<file path="config.mk">
export PLATFORM = sky130hd
export DESIGN_NAME = pcUplink
export DESIGN_NICKNAME = d
export VERILOG_FILES = /design/src/hdl/pcWordPkg.sv /design/src/hdl/eventPkg.sv /design/src/hdl/heartbeatTimer.sv /design/src/hdl/bdSerializer.sv /design/src/hdl/fpgaSerializer.sv /design/src/hdl/channelMerge.sv /design/src/hdl/pcPacker.sv /design/src/hdl/pcUplink.sv
export SDC_FILE = /design/constraint.sdc
export NUM_CORES = 1
export LEC_CHECK = 0
export BUFFER_PORTS_ARGS = -buffer_cell sky130_fd_sc_hd__buf_2
export CORE_ASPECT_RATIO = 1.25
export CORE_UTILIZATION = 51
export CTS_CLUSTER_SIZE = 8
export DETAILED_ROUTE_END_ITERATION = 10
export PLACE_DENSITY = 0.75
export SYNTH_ARGS = -nofsm -noshare
export SYNTH_HDL_FRONTEND = slang
export SYNTH_SLANG_ARGS = --single-unit
</file>
<file path="constraint.sdc">
create_clock -name clk -period 6.15 [get_ports clk]
set_input_delay 0 -clock clk [delete_from_list [all_inputs] [get_ports clk]]
set_output_delay 0 -clock clk [all_outputs]
set_load 0.01 [all_outputs]
</file>
<file path="src/hdl/pcWordPkg.sv">
`default_nettype none

package pcWordPkg;

  //////////////////////////////////////////////////
  // word layout seen by the PC
  //////////////////////////////////////////////////

  // every upward word is an 8-bit code over a 24-bit payload
  localparam int unsigned CODE_WIDTH = 8;
  localparam int unsigned PAYLOAD_WIDTH = 24;

  // BD leaves own codes 0..12, the FPGA owns the two above
  localparam logic [CODE_WIDTH-1:0] CODE_SPIKE = 8'd14;
  localparam logic [CODE_WIDTH-1:0] CODE_HEARTBEAT = 8'd15;

  // second word of a spike event
  // filter index on top, then the three state bits that did not fit
  typedef struct packed {
    logic [20:0] filtIdx;
    logic [2:0]  stateHi;
  } spikeHi;

  // payload view
  // raw for BD chunks, heartbeat halves and the first spike word
  // hi only for the second spike word
  typedef union packed {
    logic [PAYLOAD_WIDTH-1:0] raw;
    spikeHi                   hi;
  } pcPayload;

  // full 32-bit word, code in the top byte
  typedef struct packed {
    logic [CODE_WIDTH-1:0] code;
    pcPayload              payload;
  } pcWord;

  // one stream beat, valid on top
  typedef struct packed {
    logic  valid;
    pcWord word;
  } pcStream;

endpackage

`default_nettype wire

</file>
<file path="src/hdl/eventPkg.sv">
`default_nettype none

package eventPkg;

  //////////////////////////////////////////////////
  // events arriving from upstream
  //////////////////////////////////////////////////

  // packet from the chip's output funnel
  // leaf selects the funnel branch, data is sent in 24-bit chunks
  typedef struct packed {
    logic [3:0]  leaf;
    logic [47:0] data;
  } bdPacket;

  // filtered spike or tag event from the FPGA
  // 27 state bits match the DSP accumulator width
  typedef struct packed {
    logic [20:0] filtIdx;
    logic [26:0] state;
  } spikeEvent;

  // funnel leaves that exist
  localparam int unsigned BD_LEAF_COUNT = 13;

  // bit n set: leaf n needs two chunks
  // leaves 8..12 carry 48 bits, the rest fit in one chunk
  localparam logic [15:0] BD_TWO_CHUNK_MASK = 16'b0001_1111_0000_0000;

  // heartbeat timing
  localparam int unsigned HEARTBEAT_PERIOD = 64;
  localparam int unsigned TIME_WIDTH = 48;

endpackage

`default_nettype wire

</file>
<file path="src/hdl/heartbeatTimer.sv">
`timescale 1ns/100ps
`default_nettype none

module heartbeatTimer (
  input  logic                            clk,
  input  logic                            arstN,
  input  logic                            hbTaken,
  output logic                            hbRequest,
  output logic [eventPkg::TIME_WIDTH-1:0] hbTime
);

  // free-running time base
  logic [eventPkg::TIME_WIDTH-1:0] timeCount;
  // position inside the current period, 0 marks a boundary
  logic [$clog2(eventPkg::HEARTBEAT_PERIOD)-1:0] phase;
  logic atBoundary;

  assign atBoundary = (phase == '0);

  always_ff @(posedge clk or negedge arstN) begin
    if (!arstN) begin
      timeCount <= '0;
      phase     <= '0;
      hbRequest <= 1'b0;
    end else begin
      timeCount <= timeCount + 1'b1;
      // explicit wrap so the period need not be a power of two
      if (phase == eventPkg::HEARTBEAT_PERIOD - 1) begin
        phase <= '0;
      end else begin
        phase <= phase + 1'b1;
      end
      // a new boundary wins over a take in the same cycle
      if (atBoundary) begin
        hbRequest <= 1'b1;
      end else if (hbTaken) begin
        hbRequest <= 1'b0;
      end
    end
  end

  // stamp of the latest boundary, an unserved one gets overwritten
  always_ff @(posedge clk) begin
    if (atBoundary) begin
      hbTime <= timeCount;
    end
  end

endmodule

`default_nettype wire

</file>
<file path="src/hdl/bdSerializer.sv">
`timescale 1ns/100ps
`default_nettype none

module bdSerializer (
  input  logic                clk,
  input  logic                arstN,
  input  eventPkg::bdPacket   bdIn,
  input  logic                bdValid,
  output logic                bdReady,
  output pcWordPkg::pcStream  bdWords,
  input  logic                bdWordsReady
);

  // held packet
  eventPkg::bdPacket pkt;
  // control state
  logic busy;
  logic chunkIdx;
  logic twoChunk;
  logic accept;
  logic lastTaken;

  // a packet is taken only while idle
  assign bdReady = !busy;
  assign accept = bdValid && !busy;
  // final chunk leaves this cycle
  assign lastTaken = busy && bdWordsReady && (chunkIdx || !twoChunk);

  always_ff @(posedge clk or negedge arstN) begin
    if (!arstN) begin
      busy     <= 1'b0;
      chunkIdx <= 1'b0;
      twoChunk <= 1'b0;
    end else if (accept) begin
      busy     <= 1'b1;
      chunkIdx <= 1'b0;
      // chunk count comes from the leaf table and unknown leaves send one
      twoChunk <= eventPkg::BD_TWO_CHUNK_MASK[bdIn.leaf]
                  && (bdIn.leaf < eventPkg::BD_LEAF_COUNT);
    end else if (lastTaken) begin
      busy     <= 1'b0;
      chunkIdx <= 1'b0;
    end else if (busy && bdWordsReady) begin
      // low chunk is gone and the high one follows
      chunkIdx <= 1'b1;
    end
  end

  always_ff @(posedge clk) begin
    if (accept) begin
      pkt <= bdIn;
    end
  end

  ////////////////////////////////////////////////
  // output word
  ////////////////////////////////////////////////

  // code is the zero-extended leaf and the low chunk goes first
  always_comb begin
    bdWords.valid = busy;
    bdWords.word.code = {{(pcWordPkg::CODE_WIDTH - $bits(pkt.leaf)){1'b0}}, pkt.leaf};
    if (chunkIdx) begin
      bdWords.word.payload.raw = pkt.data[2*pcWordPkg::PAYLOAD_WIDTH-1:pcWordPkg::PAYLOAD_WIDTH];
    end else begin
      bdWords.word.payload.raw = pkt.data[pcWordPkg::PAYLOAD_WIDTH-1:0];
    end
  end

endmodule

`default_nettype wire

</file>
<file path="src/hdl/fpgaSerializer.sv">
`timescale 1ns/100ps
`default_nettype none

module fpgaSerializer (
  input  logic                            clk,
  input  logic                            arstN,
  input  eventPkg::spikeEvent             spikeIn,
  input  logic                            spikeValid,
  output logic                            spikeReady,
  input  logic                            hbRequest,
  input  logic [eventPkg::TIME_WIDTH-1:0] hbTime,
  output logic                            hbTaken,
  output pcWordPkg::pcStream              fpgaWords,
  input  logic                            fpgaWordsReady
);

  enum logic [1:0] {IDLE, FIRST, SECOND} state;

  // kind of the pair in flight
  logic hbPair;
  // both halves are captured at the start of a pair
  pcWordPkg::pcPayload loReg;
  pcWordPkg::pcPayload hiReg;
  pcWordPkg::pcPayload loNext;
  pcWordPkg::pcPayload hiNext;
  logic idle;
  logic spikeTake;

  assign idle = (state == IDLE);

  // pending heartbeat beats a waiting spike
  assign hbTaken = idle && hbRequest;
  assign spikeReady = idle && !hbRequest;
  assign spikeTake = spikeReady && spikeValid;

  ////////////////////////////////////////////////
  // payload build
  ////////////////////////////////////////////////

  always_comb begin
    loNext = '0;
    hiNext = '0;
    if (hbRequest) begin
      // time stamp goes out low half first
      loNext.raw = hbTime[pcWordPkg::PAYLOAD_WIDTH-1:0];
      hiNext.raw = hbTime[2*pcWordPkg::PAYLOAD_WIDTH-1:pcWordPkg::PAYLOAD_WIDTH];
    end else begin
      // spike sends the low state bits and then the index with the top state bits
      loNext.raw = spikeIn.state[pcWordPkg::PAYLOAD_WIDTH-1:0];
      hiNext.hi.filtIdx = spikeIn.filtIdx;
      hiNext.hi.stateHi = spikeIn.state[26:pcWordPkg::PAYLOAD_WIDTH];
    end
  end

  always_ff @(posedge clk) begin
    if (hbTaken || spikeTake) begin
      hbPair <= hbRequest;
      loReg  <= loNext;
      hiReg  <= hiNext;
    end
  end

  // state advances idle to first to second on each taken word
  always_ff @(posedge clk or negedge arstN) begin
    if (!arstN) begin
      state <= IDLE;
    end else begin
      case (state)
        IDLE: begin
          if (hbTaken || spikeTake) begin
            state <= FIRST;
          end
        end
        FIRST: begin
          if (fpgaWordsReady) begin
            state <= SECOND;
          end
        end
        SECOND: begin
          if (fpgaWordsReady) begin
            state <= IDLE;
          end
        end
        default: state <= IDLE;
      endcase
    end
  end

  always_comb begin
    fpgaWords.valid = !idle;
    fpgaWords.word.code = hbPair ? pcWordPkg::CODE_HEARTBEAT : pcWordPkg::CODE_SPIKE;
    fpgaWords.word.payload = (state == SECOND) ? hiReg : loReg;
  end

endmodule

`default_nettype wire

</file>
<file path="src/hdl/channelMerge.sv">
`timescale 1ns/100ps
`default_nettype none

module channelMerge (
  input  logic               clk,
  input  logic               arstN,
  input  pcWordPkg::pcStream inA,
  output logic               readyA,
  input  pcWordPkg::pcStream inB,
  output logic               readyB,
  output pcWordPkg::pcStream out,
  input  logic               outReady
);

  // output stage
  logic            outValid;
  pcWordPkg::pcWord outWord;
  // 0 favours A, 1 favours B
  logic rrPtr;
  logic load;
  logic grantA;
  logic grantB;

  // register free now or emptied this cycle
  assign load = !outValid || outReady;

  ////////////////////////////////////////////////
  // round-robin arbitration
  ////////////////////////////////////////////////

  // a lone valid input always wins, ties go by the pointer
  assign grantA = inA.valid && (!inB.valid || !rrPtr);
  assign grantB = inB.valid && (!inA.valid || rrPtr);

  // loser sees ready low and holds its beat
  assign readyA = load && grantA;
  assign readyB = load && grantB;

  always_ff @(posedge clk or negedge arstN) begin
    if (!arstN) begin
      outValid <= 1'b0;
      rrPtr    <= 1'b0;
    end else if (load) begin
      outValid <= grantA || grantB;
      // point away from whoever was just served
      if (grantA || grantB) begin
        rrPtr <= grantA;
      end
    end
  end

  always_ff @(posedge clk) begin
    if (load) begin
      outWord <= grantA ? inA.word : inB.word;
    end
  end

  assign out.valid = outValid;
  assign out.word = outWord;

endmodule

`default_nettype wire

</file>
<file path="src/hdl/pcPacker.sv">
`timescale 1ns/100ps
`default_nettype none

module pcPacker (
  input  logic               clk,
  input  logic               arstN,
  input  pcWordPkg::pcStream bdWords,
  output logic               bdWordsReady,
  input  pcWordPkg::pcStream fpgaWords,
  output logic               fpgaWordsReady,
  output pcWordPkg::pcStream pcOut,
  input  logic               pcReady
);

  // packed streams into the merge
  pcWordPkg::pcStream bdPacked;
  pcWordPkg::pcStream fpgaPacked;

  ////////////////////////////////////////////////
  // code over payload, per source
  ////////////////////////////////////////////////

  // code ranges do not overlap, so no source bit is added
  assign bdPacked.valid = bdWords.valid;
  assign bdPacked.word = {bdWords.word.code, bdWords.word.payload};

  assign fpgaPacked.valid = fpgaWords.valid;
  assign fpgaPacked.word = {fpgaWords.word.code, fpgaWords.word.payload};

  // BD on A, FPGA on B
  channelMerge u_merge (
    .clk      (clk),
    .arstN    (arstN),
    .inA      (bdPacked),
    .readyA   (bdWordsReady),
    .inB      (fpgaPacked),
    .readyB   (fpgaWordsReady),
    .out      (pcOut),
    .outReady (pcReady)
  );

endmodule

`default_nettype wire

</file>
<file path="src/hdl/pcUplink.sv">
`timescale 1ns/100ps
`default_nettype none

module pcUplink (
  input  logic                clk,
  input  logic                arstN,
  input  eventPkg::bdPacket   bdIn,
  input  logic                bdValid,
  output logic                bdReady,
  input  eventPkg::spikeEvent spikeIn,
  input  logic                spikeValid,
  output logic                spikeReady,
  output pcWordPkg::pcStream  pcOut,
  input  logic                pcReady
);

  // heartbeat handshake
  logic hbRequest;
  logic hbTaken;
  logic [eventPkg::TIME_WIDTH-1:0] hbTime;

  // serialized streams into the packer
  pcWordPkg::pcStream bdWords;
  logic bdWordsReady;
  pcWordPkg::pcStream fpgaWords;
  logic fpgaWordsReady;

  heartbeatTimer u_timer (
    .clk       (clk),
    .arstN     (arstN),
    .hbTaken   (hbTaken),
    .hbRequest (hbRequest),
    .hbTime    (hbTime)
  );

  bdSerializer u_bdSer (
    .clk          (clk),
    .arstN        (arstN),
    .bdIn         (bdIn),
    .bdValid      (bdValid),
    .bdReady      (bdReady),
    .bdWords      (bdWords),
    .bdWordsReady (bdWordsReady)
  );

  fpgaSerializer u_fpgaSer (
    .clk            (clk),
    .arstN          (arstN),
    .spikeIn        (spikeIn),
    .spikeValid     (spikeValid),
    .spikeReady     (spikeReady),
    .hbRequest      (hbRequest),
    .hbTime         (hbTime),
    .hbTaken        (hbTaken),
    .fpgaWords      (fpgaWords),
    .fpgaWordsReady (fpgaWordsReady)
  );

  pcPacker u_packer (
    .clk            (clk),
    .arstN          (arstN),
    .bdWords        (bdWords),
    .bdWordsReady   (bdWordsReady),
    .fpgaWords      (fpgaWords),
    .fpgaWordsReady (fpgaWordsReady),
    .pcOut          (pcOut),
    .pcReady        (pcReady)
  );

endmodule

`default_nettype wire

</file>
# Word-level counts from Yosys, hierarchy flattened
# Memory sizes are Yosys's and may differ from the RTL's.
# Index checks and enable logic that the tools add are counted.
# Widths: inputs -> output; s select.
dict set report word_totals {
  ff_bits 243
  romBits 16
  in_bits 105
  wordCells 78
  memories 1
}
# memory depth word_bits rd rd_clocked_by_memory_dff wr line
set mem_list {}
lappend mem_list {{(no name shown)} 16 1 1 0 0 bdSerializer.sv:38} ;# twoChunk <= eventPkg::BD_TWO_CHUNK_MASK[bdIn.leaf]
dict set report op_classes {
  add_sub_neg 2
  n_lt_le_gt_ge 2
  n_eq_ne 6
  n_mux 19
  reduce_logical 30
}
# op n
set ops {}
lappend ops {{$mux 24} 4}
lappend ops {{$add 48x1->48 const B} 1}
lappend ops {{$mux 28} 1}
lappend ops {{$logic_and 1x1->1} 11}
lappend ops {{$mux 1} 9}
lappend ops {{$add 6x1->6 const B} 1}
lappend ops {{$eq 6x6->1 const B} 1}
lappend ops {{$logic_not 1->1} 6}
lappend ops {{$logic_not 6->1} 1}
lappend ops {{$logic_or 1x1->1} 6}
lappend ops {{$mux 2} 3}
lappend ops {{$mux 6} 1}
lappend ops {{$ne 2x2->1 const B} 3}
lappend ops {{$pmux 2 s3} 1}
lappend ops {{$lt 4x5->1 const B} 1}
lappend ops {{$lt 4x4->1 const B} 1}
lappend ops {{$reduce_bool 2->1} 2}
lappend ops {{$reduce_and 3->1} 1}
lappend ops {{$reduce_bool 3->1} 1}
lappend ops {{$eq 2x1->1 const B} 1}
lappend ops {{$eq 2x2->1 const B} 1}
lappend ops {{$logic_not 2->1} 1}
lappend ops {{$reduce_and 2->1} 1}

# Logic depth before layout (Yosys ltp)
# Gate-level depths: netlist of run 1.
dict set report logic_depth {
  ltp_word 8
  depth_mapped 6
  depth_no_buf 6
}

# Modules after synthesis
# A second synthesis of run 1 with hierarchy kept.
dict set report unflattened {
  hier_cells 602
  area_unflattened_um2 10202.3
}
# mod n_inst cells_each area_each_um2 seq_area_each_um2
set by_module_without_submodules {}
lappend by_module_without_submodules {heartbeatTimer 1 265 3933.8 2817.7}
lappend by_module_without_submodules {fpgaSerializer 1 154 2617.5 1521.5}
lappend by_module_without_submodules {bdSerializer 1 104 2174.6 1636.6}
lappend by_module_without_submodules {channelMerge 1 79 1476.4 1011.0}

# Worst setup path after synthesis of run 1
# Ideal clock, no wire load.
dict set report synth_timing {
  path_type {register to register}
  start {register u_timer.phase[0] in the netlist's numbering}
  end {register u_timer.hbTime[0] in the netlist's numbering (enable)}
  setup_ns 0.576
  t_arrival_ns 5.306
  path_slack_ns 0.268
  path_stages_with_launch 5
  n_path_buf 0
  period_less_slack_ns 5.882
  cell_sequence {dfrtp_1 inv_1 ha_1 nand2b_1 nor4_1}
}
dict set report synth_between {
  elab_chain_cells 1
}
# element line
set synth_lines {}
lappend synth_lines {{from (decl)} heartbeatTimer.sv:15} ;# logic [$clog2(eventPkg::HEARTBEAT_PERIOD)-1:0] phase;
lappend synth_lines {{from (signal assigned)} heartbeatTimer.sv:31} ;# phase <= phase + 1'b1;
lappend synth_lines {{$logic_not 6->1} heartbeatTimer.sv:18} ;# assign atBoundary = (phase == '0);
lappend synth_lines {{named net u_timer.atBoundary} heartbeatTimer.sv:16} ;# logic atBoundary;
lappend synth_lines {{to (signal assigned)} heartbeatTimer.sv:45} ;# hbTime <= timeCount;
lappend synth_lines {{to (decl)} heartbeatTimer.sv:9} ;# output logic [eventPkg::TIME_WIDTH-1:0] hbTime
# The timed path passes the listed nets, and every way through them passes these cells.
# A chain may end at the register's enable or synchronous reset.

# Worst setup path in the final report of run 1
dict set report layout_timing {
  start {register u_timer.hbRequest}
  end {register u_fpgaSer.loReg[3] in the netlist's numbering (enable)}
}
dict set report layout_between {
  elab_chain_cells 4
}
# element line
set layout_lines {}
lappend layout_lines {{from (decl)} heartbeatTimer.sv:8} ;# output logic hbRequest,
lappend layout_lines {{from (signal assigned)} heartbeatTimer.sv:24} ;# hbRequest <= 1'b0;
lappend layout_lines {{from (signal assigned)} heartbeatTimer.sv:35} ;# hbRequest <= 1'b1;
lappend layout_lines {{from (signal assigned)} heartbeatTimer.sv:37} ;# hbRequest <= 1'b0;
lappend layout_lines {{$logic_not 1->1} fpgaSerializer.sv:33} ;# assign spikeReady = idle && !hbRequest;
lappend layout_lines {{$logic_and 1x1->1} fpgaSerializer.sv:33}
lappend layout_lines {{$logic_and 1x1->1} fpgaSerializer.sv:34} ;# assign spikeTake = spikeReady && spikeValid;
lappend layout_lines {{$logic_or 1x1->1 (*)} fpgaSerializer.sv:56} ;# if (hbTaken || spikeTake) begin
lappend layout_lines {{to (signal assigned)} fpgaSerializer.sv:58} ;# loReg <= loNext;
lappend layout_lines {{to (decl)} fpgaSerializer.sv:22} ;# pcWordPkg::pcPayload loReg;
# Mark *: on every way between the ends. The rest lies on a longest branch, timed or not.

==> summary.txt, run 1 <==
Run status
  – Outcome: completed

Clock network
  – Clk pin slew, worst setup/hold paths: 0.05 ns
  – CTS H-tree lvls: 2
  – PostCTS Resize Cnt: 0
  – Clk_lat worst skew: 0.49 ns
  – Clk buf depth: 3
  – Hold_buf cts: 103
  – CTS root buf: clkbuf_16
  – Post-CTS Setup Repair Bufs: 0
  – Num CTS Buffers: 35
  – CTS tree: done
  – CTS Sinks: 239

Power
  – PD cells: 379 nW/µm²
  – Pleak: 4.81 nW
  – Int Pwr: 3.48 mW
  – Logic pwr share: 0.175
  – Switching share of total power: 0.265
  – Clk pwr share: 0.372
  – Worst VDD drop: 201 µV
  – Net Switching: 1.26 mW
  – Power share of the sequential group: 0.453

Global route
  – Maximum number of pins on one net before global-route repair: 63
  – GRT Resource Usage Total: 0.237
  – Vias in the first global route: 6593
  – First-pass GRT wire length: 35.1 mm
  – GR Overflow Total: 0
  – Initial antenna violation count: 1

Setup path
  – Critical path type: reg2reg
  – CP required: 6.26 ns
  – Crit-path max FO: 53
  – Worst setup SP type: register
  – Endpoint type of the worst setup path: register
  – Arr. time, crit path: 2.45 ns

Synthesis
  – Top cell type's share of synthesized area: 0.558
  – Yosys top cell by area: edfxtp_1
  – #FFs+latches synth: 239
  – EDFF count, synth: 177
  – Async SR Flop Fraction: 0.259
  – Synthesized cell area: 9530 µm²
  – Mean Syn Cell Area: 14.8 µm²
  – Synth Instances: 642
  – Ys Warns: 0
  – Sequential fraction of the synthesis area: 0.721
  – Most used DFF post-synth: edfxtp_1
  – Synth area leaders: edfxtp_1 56%, dfrtp_1 16%, mux2_2 5.8%
  – Number of distinct library cells after synthesis: 41

Timing
  – Final setup vio count: 0
  – Final Hold Viols: 0
  – Max Clk Rate: 427 MHz
  – Worst-margin pin slew: 1.13 ns
  – Slew Limit Fails: 0
  – Slew HR: 0.244
  – RSZ-0062 raised after global routing: false
  – Post-Route Setup TNS: 0 ns
  – Period minus WS final: 2.34 ns
  – Fin crit share: 0.381
  – Clk_skew: 0.0142 ns

Final layout
  – Non-Filler Instances: 1152
  – Layout cells sized above 1: 0.265
  – Final instance area: 12500 µm²
  – Commonest non-fill, non-tap cell in the layout: edfxtp_1
  – Nets@finish: 1005
  – Most frequent cells in the layout: 177 x edfxtp_1, 135 x buf_2, 103 x dlygate4sd3_1
  – Area grow syn2layout: 31.2%

Routing
  – Vias: 6296
  – Antenna-violating nets left: 0
  – Vias per cell: 5.47
  – DR iter-0 viols: 549
  – Routed length per placed instance: 19.5 µm
  – DRC errors left: 0
  – Total routed wirelength: 22.5 mm
  – DRT Pass-1 Iters: 5

Placement
  – GP Congestion: 0.816
  – Final HPWL DP: 13.4 mm
  – DP Cell Count: 985
  – Post-DP Area: 10400 µm²
  – I/O Buffers: 135

Job
  – Max_cap viols: 0

Die
  – Die area: 19200 µm²
  – Die W: 124 µm
  – Overall die height: 155 µm
  – Num rows: 55
  – Area of the core: 18200 µm²
  – Io pins: 140
  – Starting Density: 0.524

Worst hold path
  – Worst hold path type: in2reg
==> flip-flops by register name, indices dropped and copies added, names as in the netlist <==
name	cells
u_packer.u_merge.outValid	1
u_timer.hbTime	48
u_packer.u_merge.rrPtr	1
u_bdSer.pkt	48
u_fpgaSer.hiReg	24
u_fpgaSer.hbPair	1
u_fpgaSer.loReg	24
u_timer.hbRequest	1
u_timer.phase	6
u_timer.timeCount	48
u_bdSer.busy	1
u_fpgaSer.state	2
u_packer.u_merge.out	28
u_bdSer.bdWords	4
u_bdSer.chunkIdx	1
u_bdSer.twoChunk	1
==> through the flow <==
| step | total power [mW] | hold WS (ns) | util | setup slack [ns] |
|---|---|---|---|---|
| floorplan | 2.62 | -0.296 | - | 0.268 |
| global placement | 2.89 | 0.178 | 0.575 | 3.86 |
| detailed placement | 2.93 | 0.178 | 0.575 | 3.82 |
| CTS | 4.71 | 0.179 | 0.688 | 3.82 |
| global route | 4.92 | 0.195 | 0.688 | 3.68 |
| finish | 4.74 | 0.177 | 0.688 | 3.81 |
==> Yosys cell counts (2+ instances only) <==
cell and number:
a211oi_1 25, a21oi_1 2, a31oi_1 25, and3_1 3, and4_1 3, buf_4 5
clkbuf_1 24, dfrtp_1 62, edfxtp_1 177, ha_1 3, inv_1 13, mux2_2 49
nand2_1 69, nand2b_1 4, nand3_1 21, nand4_1 16, nor2_1 18, nor2b_1 26
nor3_1 11, nor4_1 9, nor4_2 2, nor4_4 2, o21ai_0 4, o41ai_1 2
or2_2 5, xnor2_1 22, xor2_1 26
==> power groups by stage <==
stage                     registers, mW  logic (mW)  clock network (mW)
final                              2.15       0.829                1.76
after global placement             2.15       0.736                   0
after global routing               2.16       0.905                1.85
after detailed placement           2.16       0.764                   0
after CTS                          2.14       0.817                1.76
after floorplan                    2.20       0.419                   0
==> worst paths after layout <==
path,start,end,slack (ns),cells past startpoint
min,pcReady,u_packer.u_merge.outValid$_DFFE_PN0N_,0.18,4
max,u_timer.hbRequest$_DFFE_PN0P_,u_fpgaSer.loReg[3]$_DFFE_PP_,3.81,3
min reg2reg,u_timer.timeCount[47]$_DFF_PN0_,u_timer.timeCount[47]$_DFF_PN0_,0.47,1
min in group asynchronous,arstN,u_timer.phase[5]$_DFF_PN0_,0.24,3
max in group asynchronous,arstN,u_timer.hbRequest$_DFFE_PN0P_,5.35,3
max reg2reg,u_timer.hbRequest$_DFFE_PN0P_,u_fpgaSer.loReg[3]$_DFFE_PP_,3.81,3
==> layer usage <==
layer / wire length [µm] / share of wire / track usage
met5: 0 / 0 / 0
met4: 1200 / 0.053 / 0.129
met3: 1030 / 0.046 / 0.0370
met2: 11700 / 0.52 / 0.419
met1: 8570 / 0.38 / 0.275
==> critical path, stage by stage, from the launching register on <==
cell	delay [ns]
dfrtp_2	1.10
nor2_1	0.20
nor2_4	0.12
buf_4	0.53
==> cells by family (layout without fill, tap and decap cells) <==
logic type,after synthesis,in the layout,share of synthesized area
DFF,239,239,0.721
and+or+nand+nor,195,195,0.107
AOI/OAI and AO/OA,63,63,0.0448
muxes,50,50,0.0590
xor gates and xnor gates,48,48,0.0441
buffers and inverters,43,321,0.0197
adders and majority gates,3,3,0.00394
other,1,5,0.000394
==> area by class of cell <==
cell class | count | area, µm²
Sequential cell | 239 | 6870
Fill cell | 1151 | 5670
Multi-Input combinational cell | 363 | 2510
Timing Repair Buffer | 245 | 1760
Clock buffer | 63 | 1020
Tap cell | 228 | 285
Inverter | 13 | 48.8
Antenna cell | 1 | 2.50
No activity file was read; power rests on OpenSTA's default activity.
==> inputs of run 2 (changes only) <==
--- a/config.mk
+++ b/config.mk
@@ -5,12 +5,13 @@
 export SDC_FILE = /design/constraint.sdc
 export NUM_CORES = 1
 export LEC_CHECK = 0
+export ABC_AREA = 1
 export BUFFER_PORTS_ARGS = -buffer_cell sky130_fd_sc_hd__buf_2
 export CORE_ASPECT_RATIO = 1.25
-export CORE_UTILIZATION = 51
+export CORE_UTILIZATION = 57
 export CTS_CLUSTER_SIZE = 8
 export DETAILED_ROUTE_END_ITERATION = 10
-export PLACE_DENSITY = 0.75
+export PLACE_DENSITY = 0.79
 export SYNTH_ARGS = -nofsm -noshare
 export SYNTH_HDL_FRONTEND = slang
 export SYNTH_SLANG_ARGS = --single-unit
==> constraint.sdc (replaced) <==
create_clock -name clk -period 2.4 [get_ports clk]
set_input_delay 0 -clock clk [delete_from_list [all_inputs] [get_ports clk]]
set_output_delay 0 -clock clk [all_outputs]
set_load 0.01 [all_outputs]
==> run 2 against run 1 <==
Sequential cell count is the same. Maximum frequency grew 16%. Total power grew to 2.6 times the previous value. Cell count up 23%. Critical path type unchanged. Synthesized cell count is 41% higher. Via count is 30% higher. Critical path depth increased by 2. Worst hold slack got worse by 0.092 ns. Critical endpoint is now u_packer.u_merge.out[2]$_DFFE_PN_. Sequential share of layout area is 2.7 points lower. Non-clock buffer count grew 9. Synthesized area rose by 6.2%. Sequential power grew to 2.6 times the previous value.
==> summary.txt, run 2 <==
Timing
  – Minimum setup slack in the final design: 0.380 ns (-3.43 ns)
  – Fin crit share: 0.842 (+0.461)
  – Period minus WS final: 2.02 ns (-0.320 ns)
  – RSZ-0062 raised after global routing: false
  – Slew Limit Fails: 0 (unchanged)
  – Max Clk Rate: 495 MHz (+16%)
  – Final setup vio count: 0 (unchanged)
  – Final Hold Viols: 0 (unchanged)
  – Clk_skew: 0.0178 ns (+0.00362 ns)
  – Slew HR: 0.539 (+0.295)
  – Worst-margin pin slew: 0.689 ns (-0.443 ns)
  – Post-Route Setup TNS: 0 ns (unchanged)

Setup path
  – Arr. time, crit path: 2.35 ns (-0.10 ns)
  – Crit-path max FO: 28 (-47%)
  – Worst setup SP type: register
  – Endpoint type of the worst setup path: register
  – Crit path cell chain: nor2_2 -> o21ai_4 -> buf_4 -> o211ai_1 -> o21ai_1
  – CP required: 2.72 ns (-3.54 ns)
  – Critical path's largest stage delay: 0.56 ns (-0.54 ns)
  – Critical path type: reg2reg
  – Worst path slowest cell: o21ai_4
  – Worst path bufs/invs: 1 (unchanged)
  – Family with the most delay on the worst path: compound AO/OA/AOI/OAI gates

Routing
  – Total routed wirelength: 30.4 mm (+35%)
  – DR iter-0 viols: 1082 (+97%)
  – Vias: 8166 (+30%)
  – Antenna-violating nets left: 0 (unchanged)
  – DRT Pass-1 Iters: 5 (unchanged)
  – DRC errors left: 0 (unchanged)
  – Routed length per placed instance: 21.5 µm (+10%)
  – Vias per cell: 5.78 (+5.7%)

Global route
  – Initial antenna violation count: 1 (unchanged)
  – Vias in the first global route: 8467 (+28%)
  – Maximum number of pins on one net before global-route repair: 50 (-21%)
  – GRT Resource Usage Total: 0.344 (+0.107)
  – First-pass GRT wire length: 46.1 mm (+31%)
  – GR Overflow Total: 0 (unchanged)

Clock network
  – Clk pin slew, worst setup/hold paths: 0.07 ns (+0.02 ns)
  – CTS H-tree lvls: 2 (unchanged)
  – CTS root buf: clkbuf_16
  – Clk_lat worst skew: 0.49 ns (about the same)
  – CTS tree: done
  – Num CTS Buffers: 35 (unchanged)
  – PostCTS Resize Cnt: 0 (unchanged)
  – Clk buf depth: 3 (unchanged)
  – CTS Sinks: 239 (unchanged)
  – Hold_buf cts: 106 (+2.9%)
  – Post-CTS Setup Repair Bufs: 0 (unchanged)

Worst hold path
  – Worst hold path type: in2async

Placement
  – I/O Buffers: 135 (unchanged)
  – GP Congestion: 0.945 (+16%)
  – DP Worst Slack: 0.605 ns (-3.22 ns)
  – Final HPWL DP: 16.6 mm (+24%)
  – DP Cell Count: 1251 (+27%)

Synthesis
  – Top post-synthesis cells by count: 289 x nand2_1, 177 x edfxtp_1, 83 x nor2_1
  – Mean Syn Cell Area: 11.2 µm² (-25%)
  – Yosys top cell by area: edfxtp_1
  – Post-Synth Adder-Cell Area: 0.00371 (-0.000229)
  – EDFF count, synth: 177 (unchanged)
  – Simple-Gate Fraction of Synth Area: 0.191 (+0.0841)
  – Sequential fraction of the synthesis area: 0.679 (-0.0418)
  – Async SR Flop Fraction: 0.259 (unchanged)
  – Top cell type's share of synthesized area: 0.526 (-0.0324)
  – Most used DFF post-synth: edfxtp_1
  – #FFs+latches synth: 239 (unchanged)
  – Most frequent cell after synthesis: nand2_1
  – Number of distinct library cells after synthesis: 33 (-20%)
  – Multiplexer share of the synthesized area: 0.0238 (-0.0352)
  – Synthesized cell area: 10100 µm² (+6.2%)
  – Ys Warns: 0 (unchanged)
  – Synth Instances: 904 (+41%)
  – Synth Area in XOR/XNOR: 0.0294 (-0.0147)
  – Largest family of logic cells by synthesized area: simple AND/OR/NAND/NOR gates
  – Synth area leaders: edfxtp_1 53%, dfrtp_1 15%, nand2_1 11%
  – Synth Area in Compound Gates: 0.0367 (-0.00804)

Final layout
  – Biggest regs: u_bdSer.pkt: 48 flops, u_timer.hbTime: 48 flops, u_timer.timeCount: 48 flops
  – Filler cells: 1029 (-11%)
  – Nets@finish: 1278 (+27%)
  – Area grow syn2layout: 29.8%
  – Layout cells sized above 1: 0.184 (-0.0819)
  – Commonest non-fill, non-tap cell in the layout: nand2_1
  – Most frequent cells in the layout: 289 x nand2_1, 177 x edfxtp_1, 135 x buf_2
  – Non-Filler Instances: 1413 (+23%)

Power
  – Pleak: 5.22 nW (+8.4%)
  – Worst VDD drop: 493 µV (+150%)
  – PD cells: 949 nW/µm² (+150%)

Die
  – Starting Density: 0.580 (+0.0558)
  – Die area: 18300 µm² (-4.9%)
  – Area of the core: 17400 µm² (-4.0%)
  – Overall die height: 151 µm (-2.5%)
  – Num rows: 54 (-1.8%)
  – Io pins: 140 (unchanged)
  – Die W: 121 µm (-2.5%)

Run status
  – Outcome: completed

Job
  – Max_cap viols: 0 (unchanged)
-- run 2: changes by cell type after synthesis, sizes merged, moves of 25 or more --
cell / delta
nand2: +224
o21ai: +27
a211oi: -25
nor2: +77
mux2: -49
inv: +46
nor2b: -26
-- run 2: worst reg2reg max path: stages (launching register included) --
cell and delay [ns]:
dfrtp_1 0.41, nor2_2 0.12, o21ai_4 0.56, buf_4 0.41, o211ai_1 0.19, o21ai_1 0.16
-- run 2: metal layers --
| metal | track usage | vias up | routed length (µm) |
|---|---|---|---|
| li1 | - | 3556 | - |
| met1 | 0.383 | 3838 | 10600 |
| met2 | 0.605 | 618 | 15500 |
| met3 | 0.0697 | 154 | 2530 |
| met4 | 0.210 | 0 | 1790 |
| met5 | 0 | - | 0 |
-- run 2: final cells by class --
type                       instances  area (µm²)  share of cell area
timing repair buffer             254        1860               0.142
inverter                          59         221              0.0169
antenna                            1        2.50            0.000191
clock buffer                      55         993              0.0757
sequential                       239        6870               0.523
multi-input combinational        581        2900               0.221
tap                              224         280              0.0213
-- run 2: worst paths after layout --
kind | startpoint | end | slack, ns | depth (start not counted)
worst max-delay path | u_fpgaSer.state[1]$_DFFE_PN0P_ | u_packer.u_merge.out[2]$_DFFE_PN_ | 0.38 | 5
max in group asynchronous | arstN | u_timer.timeCount[11]$_DFF_PN0_ | 1.52 | 3
worst min register to register | u_timer.timeCount[47]$_DFF_PN0_ | u_timer.hbTime[47]$_DFFE_PP_ | 0.48 | 0
worst min-delay path | arstN | u_timer.timeCount[34]$_DFF_PN0_ | 0.09 | 3
worst max register to register | u_fpgaSer.state[1]$_DFFE_PN0P_ | u_packer.u_merge.out[2]$_DFFE_PN_ | 0.38 | 5
min in group clk | bdIn[42] | u_bdSer.pkt[42]$_DFFE_PP_ | 0.23 | 2
-- run 2: cell families (layout without fill, tap and decap cells) --
family,count (synthesis),in the layout
and+or+nand+nor,456,456
adders and majority gates,3,3
buffers and inverters,87,368
DFF,239,239
AOI/OAI and AO/OA,60,60
xor gates and xnor gates,34,34
muxes,24,24
other,1,5
-- run 2: metrics by stage --
stage                     area (µm²)  hold WS (ns)  utilization  total power [mW]
final                          13100        0.0851        0.753              12.5
after global routing           13100         0.130        0.753              12.8
after CTS                      13100        0.0935        0.753              12.1
after detailed placement       11100        -0.115        0.635              7.54
after global placement         11100        -0.120        0.635              7.39
after floorplan                10100        -0.296            -              6.75
-- run 2: power by group --
group	internal, mW	total (mW)	switching [mW]
logic	0.845	2.33	1.48
clock network	2.80	4.54	1.74
registers	5.30	5.59	0.290
total	8.95	12.5	3.51
